===== src/hw/serial_bus_pkg.sv =====
`default_nettype none

package serial_bus_pkg;

    localparam int DATA_W = 16;
    localparam int ADDR_W = 8;    // master memory holds 2**ADDR_W words

    // rw bit, first address, then word count minus one
    localparam int HEADER_BITS = 1 + 2 * ADDR_W;

    typedef logic [DATA_W-1:0] word_t;
    typedef logic [ADDR_W-1:0] addr_t;    // addresses and counts
    typedef logic [1:0]        slave_id_t; // 0 selects no slave

    typedef enum logic {
        op_read  = 1'b0,
        op_write = 1'b1
    } rw_op_e;

    typedef enum logic [3:0] {
        slave_sel,
        rw_sel,
        first_sel,
        count_sel,
        load_words,
        com_ready,
        communicating,
        com_done
    } session_state_e;

endpackage

`default_nettype wire


===== src/hw/session_ctrl.sv =====
`default_nettype none

module session_ctrl import serial_bus_pkg::*; #(
    parameter int MASTER_COUNT     = 2,
    parameter int SLAVE_DEPTHS [3] = '{256, 256, 128},
    localparam int IDX_W           = (MASTER_COUNT > 1) ? $clog2(MASTER_COUNT) : 1
) (
    input  logic             clk,
    input  logic             rstN,
    input  logic             step,
    input  logic             next_addr,
    input  word_t            value,
    output session_state_e   state,
    output logic             start,
    output logic             load_en,
    output logic [IDX_W-1:0] load_sel,
    output addr_t            load_addr,
    output addr_t            rd_addr,
    output word_t            load_data,
    output slave_id_t        slave_id [MASTER_COUNT],
    output rw_op_e           rw [MASTER_COUNT],
    output addr_t            first_addr [MASTER_COUNT],
    output addr_t            last_addr [MASTER_COUNT],
    input  logic             done [MASTER_COUNT]
);

    logic [IDX_W-1:0] idx;   // master being set up
    logic             last_master;
    logic             all_done;

    // keep the last address inside the target slave
    function automatic addr_t clamp_last(addr_t first, addr_t count, slave_id_t sid);
        logic [ADDR_W:0] sum;
        logic [ADDR_W:0] limit;
        sum   = {1'b0, first} + {1'b0, count};
        limit = {1'b0, {ADDR_W{1'b1}}};
        for (int s = 0; s < 3; s++) begin
            if (sid == slave_id_t'(s + 1))
                limit = (ADDR_W + 1)'(SLAVE_DEPTHS[s] - 1);
        end
        return (sum > limit) ? addr_t'(limit) : addr_t'(sum);
    endfunction

    assign last_master = (idx == IDX_W'(MASTER_COUNT - 1));
    assign load_en     = (state == load_words) && next_addr;
    assign load_sel    = idx;
    assign load_data   = value;

    always_comb begin
        all_done = !start;   // done levels are stale while start is high
        for (int m = 0; m < MASTER_COUNT; m++) begin
            if ((slave_id[m] != '0) && !done[m])
                all_done = 1'b0;
        end
    end

    always_ff @(posedge clk or negedge rstN) begin
        if (!rstN) begin
            state      <= slave_sel;
            start      <= 1'b0;
            idx        <= '0;
            load_addr  <= '0;
            rd_addr    <= '0;
            slave_id   <= '{default: '0};
            rw         <= '{default: op_read};
            first_addr <= '{default: '0};
            last_addr  <= '{default: '0};
        end else begin
            start <= 1'b0;
            case (state)
                slave_sel: begin
                    if (step) begin
                        for (int m = 0; m < MASTER_COUNT; m++)
                            slave_id[m] <= value[2*m +: 2];
                        state <= (value[2*MASTER_COUNT-1:0] == '0) ? com_done : rw_sel;
                    end
                end
                rw_sel: begin
                    if (step) begin
                        for (int m = 0; m < MASTER_COUNT; m++)
                            rw[m] <= rw_op_e'(value[m]);   // 1 is write
                        idx   <= '0;
                        state <= first_sel;
                    end
                end
                first_sel: begin
                    if (step) begin
                        first_addr[idx] <= value[ADDR_W-1:0];
                        idx             <= last_master ? '0 : idx + 1'b1;
                        if (last_master)
                            state <= count_sel;
                    end
                end
                count_sel: begin
                    if (step) begin
                        last_addr[idx] <= clamp_last(first_addr[idx], value[ADDR_W-1:0],
                                                     slave_id[idx]);
                        if (last_master) begin
                            idx       <= '0;
                            load_addr <= first_addr[0];
                            state     <= load_words;
                        end else begin
                            idx <= idx + 1'b1;
                        end
                    end
                end
                load_words: begin
                    if (step) begin
                        if (last_master) begin
                            state <= com_ready;
                        end else begin
                            idx       <= idx + 1'b1;
                            load_addr <= first_addr[idx + 1'b1];
                        end
                    end else if (next_addr) begin
                        load_addr <= load_addr + 1'b1;
                    end
                end
                com_ready: begin
                    if (step) begin
                        start <= 1'b1;
                        state <= communicating;
                    end
                end
                communicating: begin
                    if (all_done)
                        state <= com_done;
                end
                com_done: begin
                    if (next_addr)
                        rd_addr <= value[ADDR_W-1:0];
                    if (step)
                        state <= slave_sel;   // new session, memories keep their words
                end
                default: state <= slave_sel;
            endcase
        end
    end

endmodule

`default_nettype wire


===== config.mk =====
export PLATFORM = sky130hd
export DESIGN_NAME = session_ctrl
export DESIGN_NICKNAME = d
export VERILOG_FILES = /design/src/hw/serial_bus_pkg.sv /design/src/hw/session_ctrl.sv
export SDC_FILE = /design/constraint.sdc
export NUM_CORES = 1
export LEC_CHECK = 0
export BUFFER_PORTS_ARGS = -buffer_cell sky130_fd_sc_hd__buf_4
export CAP_MARGIN = 25
export CORE_ASPECT_RATIO = 0.6
export CORE_MARGIN = 1
export CORE_UTILIZATION = 54
export CTS_BUF_LIST = sky130_fd_sc_hd__clkbuf_4
export CTS_CLUSTER_SIZE = 14
export DETAILED_ROUTE_END_ITERATION = 16
export MAX_ROUTING_LAYER = met4
export PLACE_DENSITY = 0.83
export SLEW_MARGIN = 40
export SYNTH_ARGS = -nofsm -noshare
export SYNTH_HDL_FRONTEND = slang
export SYNTH_SLANG_ARGS = --single-unit

===== constraint.sdc =====
create_clock -name clk -period 5.6 [get_ports clk]
set_clock_uncertainty 0.2 [all_clocks]
set_input_delay 0.84 -clock clk [delete_from_list [all_inputs] [get_ports clk]]
set_output_delay 0.84 -clock clk [all_outputs]
set_load 0.03 [all_outputs]

======== Word level (Yosys, flattened, before mapping) ========
Cells that the tools add are included.
operators by class
  bitwise logic cells ..................... 2
  eq/ne operators ......................... 22
  reduce and logical (&&, ||, !) cells .... 22
  muxes and demuxes ....................... 46
  add/subtract/negate cells ............... 3
  magnitude comparators ................... 4
operators with widths
  cell                                                                   number
  8-bit two-way mux                                                      14
  4-bit two-way mux                                                      11
  16-bit bitwise mux                                                     2
  4-bit one-hot mux with 8 select lines                                  1
  2-bit inequality test, second input constant                           11
  9-bit two-way mux                                                      2
  4-bit by 3-bit equality test with 1-bit output, second input constant  4
  8-bit one-hot mux with 2 select lines                                  1
  11-bit AND reduction                                                   1
  2-bit AND reduction                                                    5
  8-bit by 8-bit adder with 9-bit output                                 1
  9-bit > comparator                                                     1
  1-bit two-way mux                                                      9
  8-bit by 1-bit adder with 8-bit output, second input constant          1
  8-bit demux with 1-bit select                                          1
  4-bit by 2-bit equality test with 1-bit output, second input constant  2
  4-bit logical NOT                                                      2
  2-bit two-way mux                                                      3
  3-bit inequality test, second input constant                           2
  2-bit nonzero test                                                     3
  5-bit AND reduction                                                    1
  4-bit by 1-bit equality test with 1-bit output, second input constant  1
  2-bit greater-or-equal comparator, second input constant               2
  1-bit logical AND                                                      4
  other kinds (11)                                                       14
storage, ports and cells
  output and inout port bits .............. 77
  logic and storage cells ................. 112
  input bits .............................. 22
  register bits after elaboration ......... 60

======== Longest topological paths before layout ========
Gate-level depths: netlist (run 1).
  depth in word-level cells ............... 11
  depth in mapped cells ................... 16
  depth with buffers taken out ............ 13

======== Worst setup path before layout (run 1) ========
Ideal clock, no wire load.
  kind .................................... reg2reg
  start ................................... register idx, in the netlist load_sel
  end ..................................... register last_addr[0] in the netlist's numbering
  path slack .............................. 834 ps
  period minus slack after synthesis ...... 4766 ps
  buffers on the path ..................... 3
  data arrival time ....................... 4429 ps
  setup time .............................. 137 ps
  data required time ...................... 5263 ps
  stages on the path, launching flop included .. 17
  path through ............................ dfrtp_1 > clkbuf_1 > clkbuf_1 > buf_1 > mux2_2 > ha_1 > a21o_1 > a21o_1 > or4b_1 > o2111ai_1 > ha_1 > nand3_1 > a2111oi_0 > nand3_1 > or4_4 > a21oi_1 > a21oi_1
between the ends
  cells in the longest elaborated chain, start to end .. 11
  elaborated cells on any way between the ends .. 20
  those cells by class .................... 1 x add/sub; 3 x order compare; 1 x eq/ne; 13 x mux; 1 x bitwise; 1 x reduce/logical
ends and longest elaborated chain
  item                                                                            RTL line                                text
  from (decl)                                                                     session_ctrl.sv:27                      logic [IDX_W-1:0] idx;
  from (signal assigned)                                                          session_ctrl.sv:89                      idx <= last_master ? '0 : idx + 1'b1;
  from (signal assigned)                                                          session_ctrl.sv:103                     idx <= idx + 1'b1;
  from (signal assigned)                                                          session_ctrl.sv:112                     idx <= idx + 1'b1;
  1-bit inverter with 2-bit output (implied by the code) (*)                      session_ctrl.sv:96, session_ctrl.sv:97
  branches (longest 9 deep; another with 8-bit by 8-bit adder with 9-bit output)  n/a
  16-bit bitwise mux (*)                                                          session_ctrl.sv:96                      last_addr[idx] <= clamp_last(first_addr[idx], value[ADDR_W-1:0],
  to (signal, indexed assignment)                                                 session_ctrl.sv:96
  to (decl)                                                                       session_ctrl.sv:23                      output addr_t last_addr [MASTER_COUNT],
Mark *: on every way between the ends. The select of a mux whose other input is x is not followed.
A chain may end at the register's enable or synchronous reset.

======== Worst setup path in the final report (run 1) ========
  start ................................... register idx, in the netlist load_sel
  end ..................................... register last_addr[9] in the netlist's numbering
Same word-level chain as after synthesis.

==> results of run 1 <==
stage by stage:
step	power, mW	hold slack [ps]
finish	3.07	268
global route	3.27	322
CTS	3.06	304
detailed placement	2.71	294
global placement	2.67	291
floorplan	2.10	344
power breakdown:
part	leakage, nW	switching [mW]	internal, mW
clock	0.0899	0.162	0.183
sequential	0.711	0.242	0.635
combinational	1.08	1.10	0.756
total	1.88	1.50	1.57
cell type report:
cell class,count,area (sq um),share of cell area [%]
multi-input combinational,237,1700,41.6
sequential,59,1480,36.2
timing repair buffer,84,631,15.5
tap,80,100,2.46
clock inverter,6,80.1,1.97
clock buffer,10,75.1,1.84
inverter,4,15.0,0.369
cell usage after synthesis, types with 2 or more instances:
cell type | count | area [sq um]
ha_1 | 10 | 125
a21oi_1 | 29 | 145
dfrtp_1 | 59 | 1480
mux2_2 | 42 | 473
and2_1 | 4 | 25.0
buf_1 | 2 | 7.51
nor2b_1 | 6 | 37.5
nand3_1 | 9 | 45.0
xor2_1 | 2 | 17.5
a21o_1 | 4 | 30.0
nand2b_1 | 4 | 25.0
or2_2 | 2 | 12.5
o211ai_1 | 3 | 22.5
or3_1 | 4 | 25.0
o221ai_1 | 6 | 52.6
a31oi_1 | 5 | 31.3
nor3_1 | 8 | 40.0
nor2_1 | 28 | 105
o21ai_0 | 16 | 80.1
o22ai_1 | 3 | 18.8
xnor2_1 | 6 | 52.6
nand2_1 | 18 | 67.6
clkbuf_1 | 10 | 37.5
and3_1 | 2 | 12.5
inv_1 | 4 | 15.0
nand4_1 | 2 | 12.5
buf_4 | 17 | 128
layout by cell type, fill, tap and decap left out, types with 5 or more instances in the layout:
cell	count
a21oi_1	29
a31oi_1	5
buf_4	84
clkbuf_4	10
dfrtp_1	59
ha_1	10
mux2_2	42
nand2_1	18
nand3_1	9
nor2_1	28
nor2b_1	6
nor3_1	8
o21ai_0	16
o221ai_1	6
xnor2_1	6
worst register-to-register path, cell delays in order, from the launching register on:
cell       delay (ps)
dfrtp_1           720
mux2_2            420
ha_1              360
a21o_1            230
a21o_1            200
or4b_1            460
o2111ai_1         160
ha_1              200
nand3_1            80
a2111oi_0         350
nand3_1           170
or4_4             450
a21oi_1           230
a21oi_1           110
flip-flops by register name (all words and copies together), names as in the netlist:
| signal | count |
|---|---|
| start | 1 |
| load_addr | 8 |
| first_addr | 16 |
| rd_addr | 8 |
| load_sel | 1 |
| last_addr | 16 |
| slave_id | 4 |
| rw | 2 |
| state | 3 |
metal layers:
metal | vias up | GRT usage (%) | share of wire (%)
met1 | 1415 | 41.9 | 48
li1 | 1314 | - | -
met3 | 8 | 7.45 | 8.4
met5 | - | - | 0
met4 | 0 | 9.46 | 0.98
met2 | 140 | 40.8 | 42
kinds of logic (layout without fill, tap and decap cells):
family / Yosys count / count (layout) / synth area share, %
XOR/XNOR: 8 / 8 / 2.09
adder cells (fa/ha/maj): 11 / 11 / 4.32
AO/OA/AOI/OAI: 75 / 75 / 14.2
AND/OR/NAND/NOR: 99 / 99 / 15.3
flip-flops: 59 / 59 / 43.9
buffers and inverters: 34 / 104 / 5.74
other: 1 / 1 / 0.112
multiplexers: 43 / 43 / 14.4
worst min-delay path by stage:
stage,startpoint,endpoint,slack [ps],cells after the start
finish,rstN,start,270,1
floorplan,rstN,first_addr[0],340,0
detailed placement,rd_addr[6],rd_addr[6],290,1
global route,rstN,start,320,1
global placement,rd_addr[0],rd_addr[0],290,1
CTS,rstN,start,300,1
==> results.sh, run 1 <==
export IMPL_rsz0062_at_grt="false"
export IMPL_cts_clk_slew_worst_paths_ps=100
export IMPL_numCtsBuffers=9
export IMPL_crit_path_end_kind="flip-flop"
export IMPL_grt_overflow_total=0
export IMPL_worstReg2RegEnd="last_addr[9]"
export IMPL_die_h_um=63.1
export IMPL_cts_root_buffer="clkbuf_4"
export IMPL_arrival_ps=4530
export IMPL_insertion_delay_ps=420
export IMPL_slew_headroom_pct=49.6
export IMPL_core_region_area_sq_um=5780
export IMPL_ys_seq_elements=59
export IMPL_clock_sinks=59
export IMPL_dp_cells=464
export IMPL_synth_main_ff_cell="dfrtp_1"
export IMPL_cap_violations=0
export IMPL_peakVddDrop_mv=0.393
export IMPL_setup_ws_ps=1170
export IMPL_p_leak_nw=1.88
export IMPL_die_w_um=104
export IMPL_post_route_period_util_pct=79.0
export IMPL_firstDrtPassIters=4
export IMPL_avgSynthCellArea_sq_um=10.2
export IMPL_ys_warnings_count=0
export IMPL_cts_resized=0
export IMPL_fin_cells=480
export IMPL_synth_distinct_cells=52
export IMPL_crit_family="compound AO/OA/AOI/OAI gates"
export IMPL_slew_viol_final=0
export IMPL_period_minus_slack_ps=4430
export IMPL_fill_cells=458
export IMPL_synth_nets=363
export IMPL_syn_inst=330
export IMPL_antenna_found_initial=0
export IMPL_critPathSlowestCell="dfrtp_1"
export IMPL_drive_gt1_share_pct=37.8
export IMPL_grt_usage_pct=29.4
export IMPL_post_dp_cell_area_sq_um=3910
export IMPL_grt_max_degree=60
export IMPL_hold_class="input port to async pin"
export IMPL_routed_via_density=5.99
export IMPL_crit_path_end="last_addr[9]"
export IMPL_dp_slack_ps=1240
export IMPL_reg2reg_setup_slack_ps=1170
export IMPL_timing_rr_start="load_sel"
export IMPL_cp_required_ps=5700
export IMPL_synth_enable_flop_cells=0
export IMPL_status="complete, no violations"
export IMPL_ys_seq_area_share_pct=43.9
export IMPL_grt_pass1_vias=2764
export IMPL_slowest_delay_ps=720
export IMPL_grt_first_pass_wirelength_um=14400
export IMPL_worst_path_buf_inv=0
export IMPL_row_count=21
export IMPL_vias=2877
export IMPL_nets=428
export IMPL_r2r_cells=13
export IMPL_design_die_area_sq_um=6550
export IMPL_num_antenna_cells=0
export IMPL_path_max_fanout=16
export IMPL_async_reset_ff_share_pct=100
export IMPL_syn_cell_area_sq_um=3360
export IMPL_start_kind="flip-flop"
export IMPL_remaining_drc_errors=0
export IMPL_hold_viol=0
export IMPL_setup_viol_count_final=0
export IMPL_path_depth=13
export IMPL_path_class="flip-flop to flip-flop"
export IMPL_post_drt_wl_per_cell_um=18.1
export IMPL_htreeDepth=3
export IMPL_dp_hpwl_um=6370
export IMPL_finalInstanceArea_sq_um=4070
export IMPL_post_route_util_pct=70.5
export IMPL_drt_initial_drc_count=149
export IMPL_tightest_slew_ps=752
export IMPL_timing_fmax_mhz=226
export IMPL_initial_core_util_pct=58.1
export IMPL_routed_wl_um=8670
export IMPL_cts_path_max_buffers=2
export IMPL_areaGrowthSynthToFinish_pct=21.3
export IMPL_cts_hold_buf=0
export IMPL_cts_setup_buffers=0
export IMPL_io_pins=99
export IMPL_place_gp_congestion=0.864
export IMPL_startpoint="load_sel"
export IMPL_worstPathCellList="mux2_2, ha_1, a21o_1, a21o_1, or4b_1, o2111ai_1, ha_1, nand3_1, a2111oi_0, nand3_1, or4_4, a21oi_1, a21oi_1"
export IMPL_final_antenna_net_count=0
export IMPL_cts_tree="built"
export IMPL_tns_ps=0
export IMPL_io_buffers=81
export IMPL_pwr_density_cell_nw_per_um2=755
(Power assumes the default switching activity.)
==> inputs of run 2 (changes only) <==
Settings changed: CORE_UTILIZATION 54 to 49, PLACE_DENSITY 0.83 to 0.79.
Clock period 5.6 ns to 3.7 ns, I/O delays scaled along.
==> results.sh, run 2 (same netlist as run 1, synthesis figures left out) <==
export IMPL_worst_path_buf_inv=2
export IMPL_period_minus_slack_ps=3710
export IMPL_timing_fmax_mhz=270
export IMPL_routed_wl_um=8920
export IMPL_num_antenna_cells=0
export IMPL_crit_family="simple AND/OR/NAND/NOR gates"
export IMPL_dp_hpwl_um=6490
export IMPL_place_gp_congestion=0.901
export IMPL_hold_viol=0
export IMPL_setup_viol_count_final=1
export IMPL_numCtsBuffers=9
export IMPL_p_leak_nw=2.00
export IMPL_row_count=22
export IMPL_cts_root_buffer="clkbuf_4"
export IMPL_grt_overflow_total=0
export IMPL_fill_cells=485
export IMPL_areaGrowthSynthToFinish_pct=31.0
export IMPL_hold_class="input port to flip-flop"
export IMPL_io_buffers=81
export IMPL_rsz0062_at_grt="true"
export IMPL_drt_initial_drc_count=275
export IMPL_grt_max_degree=60
export IMPL_violations="negative setup slack"
export IMPL_cap_violations=0
export IMPL_power_share_clock_pct=8.9
export IMPL_peakVddDrop_mv=0.518
export IMPL_insertion_delay_ps=430
export IMPL_cp_required_ps=3800
export IMPL_p_int_mw=2.62
export IMPL_post_route_period_util_pct=100
export IMPL_die_w_um=109
export IMPL_clock_sinks=59
export IMPL_pwr_density_cell_nw_per_um2=1150
export IMPL_setup_ws_ps=-7.10
export IMPL_reg_largest_list="first_addr x16, last_addr x16"
export IMPL_tns_ps=-7.10
export IMPL_arrival_ps=3810
export IMPL_core_region_area_sq_um=6360
export IMPL_post_drt_wl_per_cell_um=17.6
export IMPL_status="finished with violations"
export IMPL_path_max_fanout=6
export IMPL_tightest_slew_ps=801
export IMPL_p_seq_share_pct=25.6
export IMPL_final_antenna_net_count=0
export IMPL_p_total_mw=5.08
export IMPL_nets=451
export IMPL_vias=2951
export IMPL_die_h_um=66.1
export IMPL_p_sw_share_pct=48.4
export IMPL_firstDrtPassIters=5
export IMPL_final_common_cell="buf_4"
export IMPL_slowest_delay_ps=570
export IMPL_slew_headroom_pct=46.4
export IMPL_io_pins=99
export IMPL_drive_gt1_share_pct=44.4
export IMPL_initial_core_util_pct=52.8
export IMPL_htreeDepth=3
export IMPL_routed_via_density=5.82
export IMPL_grt_first_pass_wirelength_um=14000
export IMPL_dp_cells=485
export IMPL_design_die_area_sq_um=7200
export IMPL_grt_pass1_vias=2643
export IMPL_remaining_drc_errors=0
export IMPL_antenna_found_initial=0
export IMPL_cts_path_max_buffers=2
export IMPL_crit_path_end_kind="flip-flop"
export IMPL_path_class="flip-flop to flip-flop"
export IMPL_critPathSlowestCell="or4b_4"
export IMPL_start_kind="flip-flop"
export IMPL_final_cell_mix="buf_4, dfrtp_1, mux2_2"
export IMPL_cts_tree="built"
export IMPL_power_frac_comb_pct=65.5
export IMPL_fin_cells=507
export IMPL_slew_viol_final=0
export IMPL_grt_usage_pct=27.5
export IMPL_cts_clk_slew_worst_paths_ps=110
export IMPL_p_switching_mw=2.46
export IMPL_worstPathCellList="buf_6, buf_4, mux2_2, ha_1, or4b_4, o2111ai_4, ha_4, nand3_4, a2111oi_4, nand3_1, or4_4, a21oi_2, a21oi_1"
run 2: through the flow:
stage / utilization, % / cell area (sq um) / setup slack, ps / hold slack (ps)
2_1_floorplan: - / 3440 / -332 / 59.4
3_3_place_gp: 64.5 / 4100 / 90.0 / 291
3_5_place_dp: 64.5 / 4100 / -56.6 / 301
4_1_cts: 67.1 / 4270 / 32.3 / 187
5_1_grt: 69.2 / 4400 / -116 / 187
6_report: 69.2 / 4400 / -7.10 / 208
run 2: routing by layer:
layer,GRT usage (%),part of all wire [%]
met1,40.7,48
met2,36.9,43
met3,6.80,8.3
met4,8.11,0.73
met5,-,0
run 2: what timing repair did:
action,CTS,global route
buffers inserted,3,2
setup endpoints to repair,6,8
hold endpoints to repair,10,0
pin swaps,4,5
hold buffers,1,0
resized for setup,3,18
run 2: final cells by class:
cell class,instances,area [sq um],share of cell area (%)
Multi-Input combinational cell,237,1860,42.2
Timing Repair Buffer,107,817,18.6
Sequential cell,59,1480,33.6
Inverter,4,15.0,0.341
Tap cell,84,105,2.39
Clock buffer,10,75.1,1.71
Clock inverter,6,56.3,1.28
run 2: final timing paths:
| check | start | end | slack (ps) | cells after the start |
|---|---|---|---|---|
| min in group asynchronous | rstN | start | 460 | 2 |
| setup reg to reg | load_sel | last_addr[9] | -7 | 13 |
| hold reg to reg | last_addr[4] | last_addr[4] | 320 | 1 |
| max in group asynchronous | rstN | load_sel | 2450 | 2 |
| hold / removal | value[7] | first_addr[7] | 210 | 2 |
| setup / recovery | load_sel | last_addr[9] | -7 | 13 |
run 2: power groups by stage:
stage               Sequential, mW  Clock [mW]  Combinational, mW
detailed placement            1.31           0               2.99
finish                        1.30       0.454               3.33
global route                  1.35       0.497               3.56
floorplan                     1.84           0               1.44
CTS                           1.29       0.463               3.04
global placement              1.29           0               2.94
==> inputs of run 3 (changes only) <==
==> constraint.sdc (replaced) <==
create_clock -name clk -period 3.7 [get_ports clk]
set_clock_uncertainty 0.2 [all_clocks]
set_input_delay 0.37 -clock clk [delete_from_list [all_inputs] [get_ports clk]]
set_output_delay 0.37 -clock clk [all_outputs]
set_load 0.03 [all_outputs]
==> results.sh, run 3 (same netlist as run 1, synthesis figures left out) <==
export IMPL_r2r_cells=13
export IMPL_tightest_slew_ps=796
export IMPL_grt_pass1_vias=2911
export IMPL_multi_input_area_sq_um=1850
export IMPL_hold_viol=0
export IMPL_hold_class="input port to flip-flop"
export IMPL_nets=456
export IMPL_arrival_ps=3940
export IMPL_power_frac_comb_pct=65.7
export IMPL_cts_root_buffer="clkbuf_4"
export IMPL_final_cell_mix="buf_4, dfrtp_1, mux2_2"
export IMPL_fin_cells=512
export IMPL_routed_wl_um=9360
export IMPL_path_class="flip-flop to flip-flop"
export IMPL_final_common_cell="buf_4"
export IMPL_slew_viol_final=0
export IMPL_design_die_area_sq_um=7200
export IMPL_path_max_fanout=6
export IMPL_setup_viol_count_final=8
export IMPL_cts_path_max_buffers=2
export IMPL_p_sw_share_pct=48.6
export IMPL_io_buffers=81
export IMPL_p_total_mw=5.11
export IMPL_grt_usage_pct=29.3
export IMPL_area_sequential_sq_um=1480
export IMPL_core_region_area_sq_um=6360
export IMPL_numCtsBuffers=9
export IMPL_grt_max_degree=60
export IMPL_remaining_drc_errors=0
export IMPL_p_int_mw=2.62
export IMPL_initial_core_util_pct=52.8
export IMPL_clock_sinks=59
export IMPL_post_drt_wl_per_cell_um=18.3
export IMPL_grt_overflow_total=0
export IMPL_reg_largest_list="first_addr x16, last_addr x16"
export IMPL_start_kind="flip-flop"
export IMPL_routed_via_density=5.84
export IMPL_hold_ws_ps=41.1
export IMPL_critPathSlowestCell="or4b_4"
export IMPL_die_h_um=66.1
export IMPL_tns_ps=-1070
export IMPL_worstPathCellList="mux2_4, ha_4, a21o_1, a21o_1, or4b_4, o2111ai_4, ha_4, nand3_4, a2111oi_4, nand3_2, or4_4, a21oi_4, a21oi_1"
export IMPL_fill_cells=480
export IMPL_crit_path_end_kind="flip-flop"
export IMPL_timing_fmax_mhz=260
export IMPL_p_leak_nw=2.01
export IMPL_vias=2991
export IMPL_cap_violations=0
export IMPL_firstDrtPassIters=4
export IMPL_pwr_density_cell_nw_per_um2=1150
export IMPL_io_pins=99
export IMPL_peakVddDrop_mv=0.482
export IMPL_p_seq_share_pct=25.5
export IMPL_power_share_clock_pct=8.8
export IMPL_post_route_util_pct=69.7
export IMPL_cts_tree="built"
export IMPL_cp_required_ps=3790
export IMPL_dp_cells=490
export IMPL_setup_ws_ps=-149
export IMPL_p_switching_mw=2.48
export IMPL_row_count=22
export IMPL_final_antenna_net_count=0
export IMPL_die_w_um=109
export IMPL_insertion_delay_ps=410
export IMPL_htreeDepth=3
export IMPL_status="finished with violations"
export IMPL_violations="negative setup slack"
export IMPL_grt_first_pass_wirelength_um=15100
export IMPL_areaGrowthSynthToFinish_pct=32.0
export IMPL_drt_initial_drc_count=341
export IMPL_period_minus_slack_ps=3850
export IMPL_min_path_cells=2
export IMPL_antenna_found_initial=0
export IMPL_place_gp_congestion=0.925
export IMPL_dp_hpwl_um=6800
export IMPL_drive_gt1_share_pct=45.3
export IMPL_slowest_delay_ps=510
export IMPL_slew_headroom_pct=46.8
export IMPL_cts_clk_slew_worst_paths_ps=100
export IMPL_rsz0062_at_grt="true"
export IMPL_num_antenna_cells=0
export IMPL_post_route_period_util_pct=104
## run 3: area by class of cell
cell class	count	area share, %
multi-input combinational	237	41.8
sequential	59	33.3
timing repair buffer	112	19.2
tap	84	2.37
clock buffer	10	1.69
clock inverter	6	1.27
inverter	4	0.339
## run 3: through the flow
stage	area, sq um	setup slack (ps)
floorplan	3440	-332
finish	4430	-149
CTS	4380	-16.1
detailed placement	4140	-67.7
global route	4430	-250
global placement	4140	89.1
## run 3: worst paths after layout
| check | from | endpoint | slack, ps |
|---|---|---|---|
| max | load_sel | last_addr[9] | -150 |
| min | value[6] | rd_addr[6] | 40 |
| max reg2reg | load_sel | last_addr[9] | -150 |
| min reg2reg | last_addr[12] | last_addr[12] | 320 |
| max in group asynchronous | rstN | load_sel | 2600 |
| min in group asynchronous | rstN | start | 290 |
## run 3: power by group through the flow
stage,registers (mW),logic (mW),clock network (mW)
floorplan,1.84,1.44,0
global placement,1.29,2.97,0
detailed placement,1.31,3.05,0
CTS,1.29,3.25,0.465
global route,1.35,3.59,0.492
finish,1.30,3.35,0.447
## run 3: worst max-delay path: cells and delay by family, from the launching register on
kind	cells	cell delay, ps
AOI/OAI and AO/OA	6	1100
adders and majority gates	2	390
DFF	1	480
muxes	1	340
and+or+nand+nor	4	1210
## run 3: per-layer routing
layer / track usage [%] / share of wire, % / up-vias / routed length [um]
met5: - / 0 / - / 0
met4: 8.78 / 1.4 / 0 / 131
met3: 9.85 / 8.3 / 15 / 777
met2: 40.7 / 43 / 138 / 4070
met1: 40.1 / 47 / 1468 / 4380
li1: - / - / 1370 / -
## run 3: what timing repair did
item	in CTS	in global routing
setup buffers	4	1
hold buffers	1	0
hold endpoints to repair	59	0
setup endpoints to repair	8	10
cloned	0	0
gates resized for setup	11	7
pin swaps	2	1
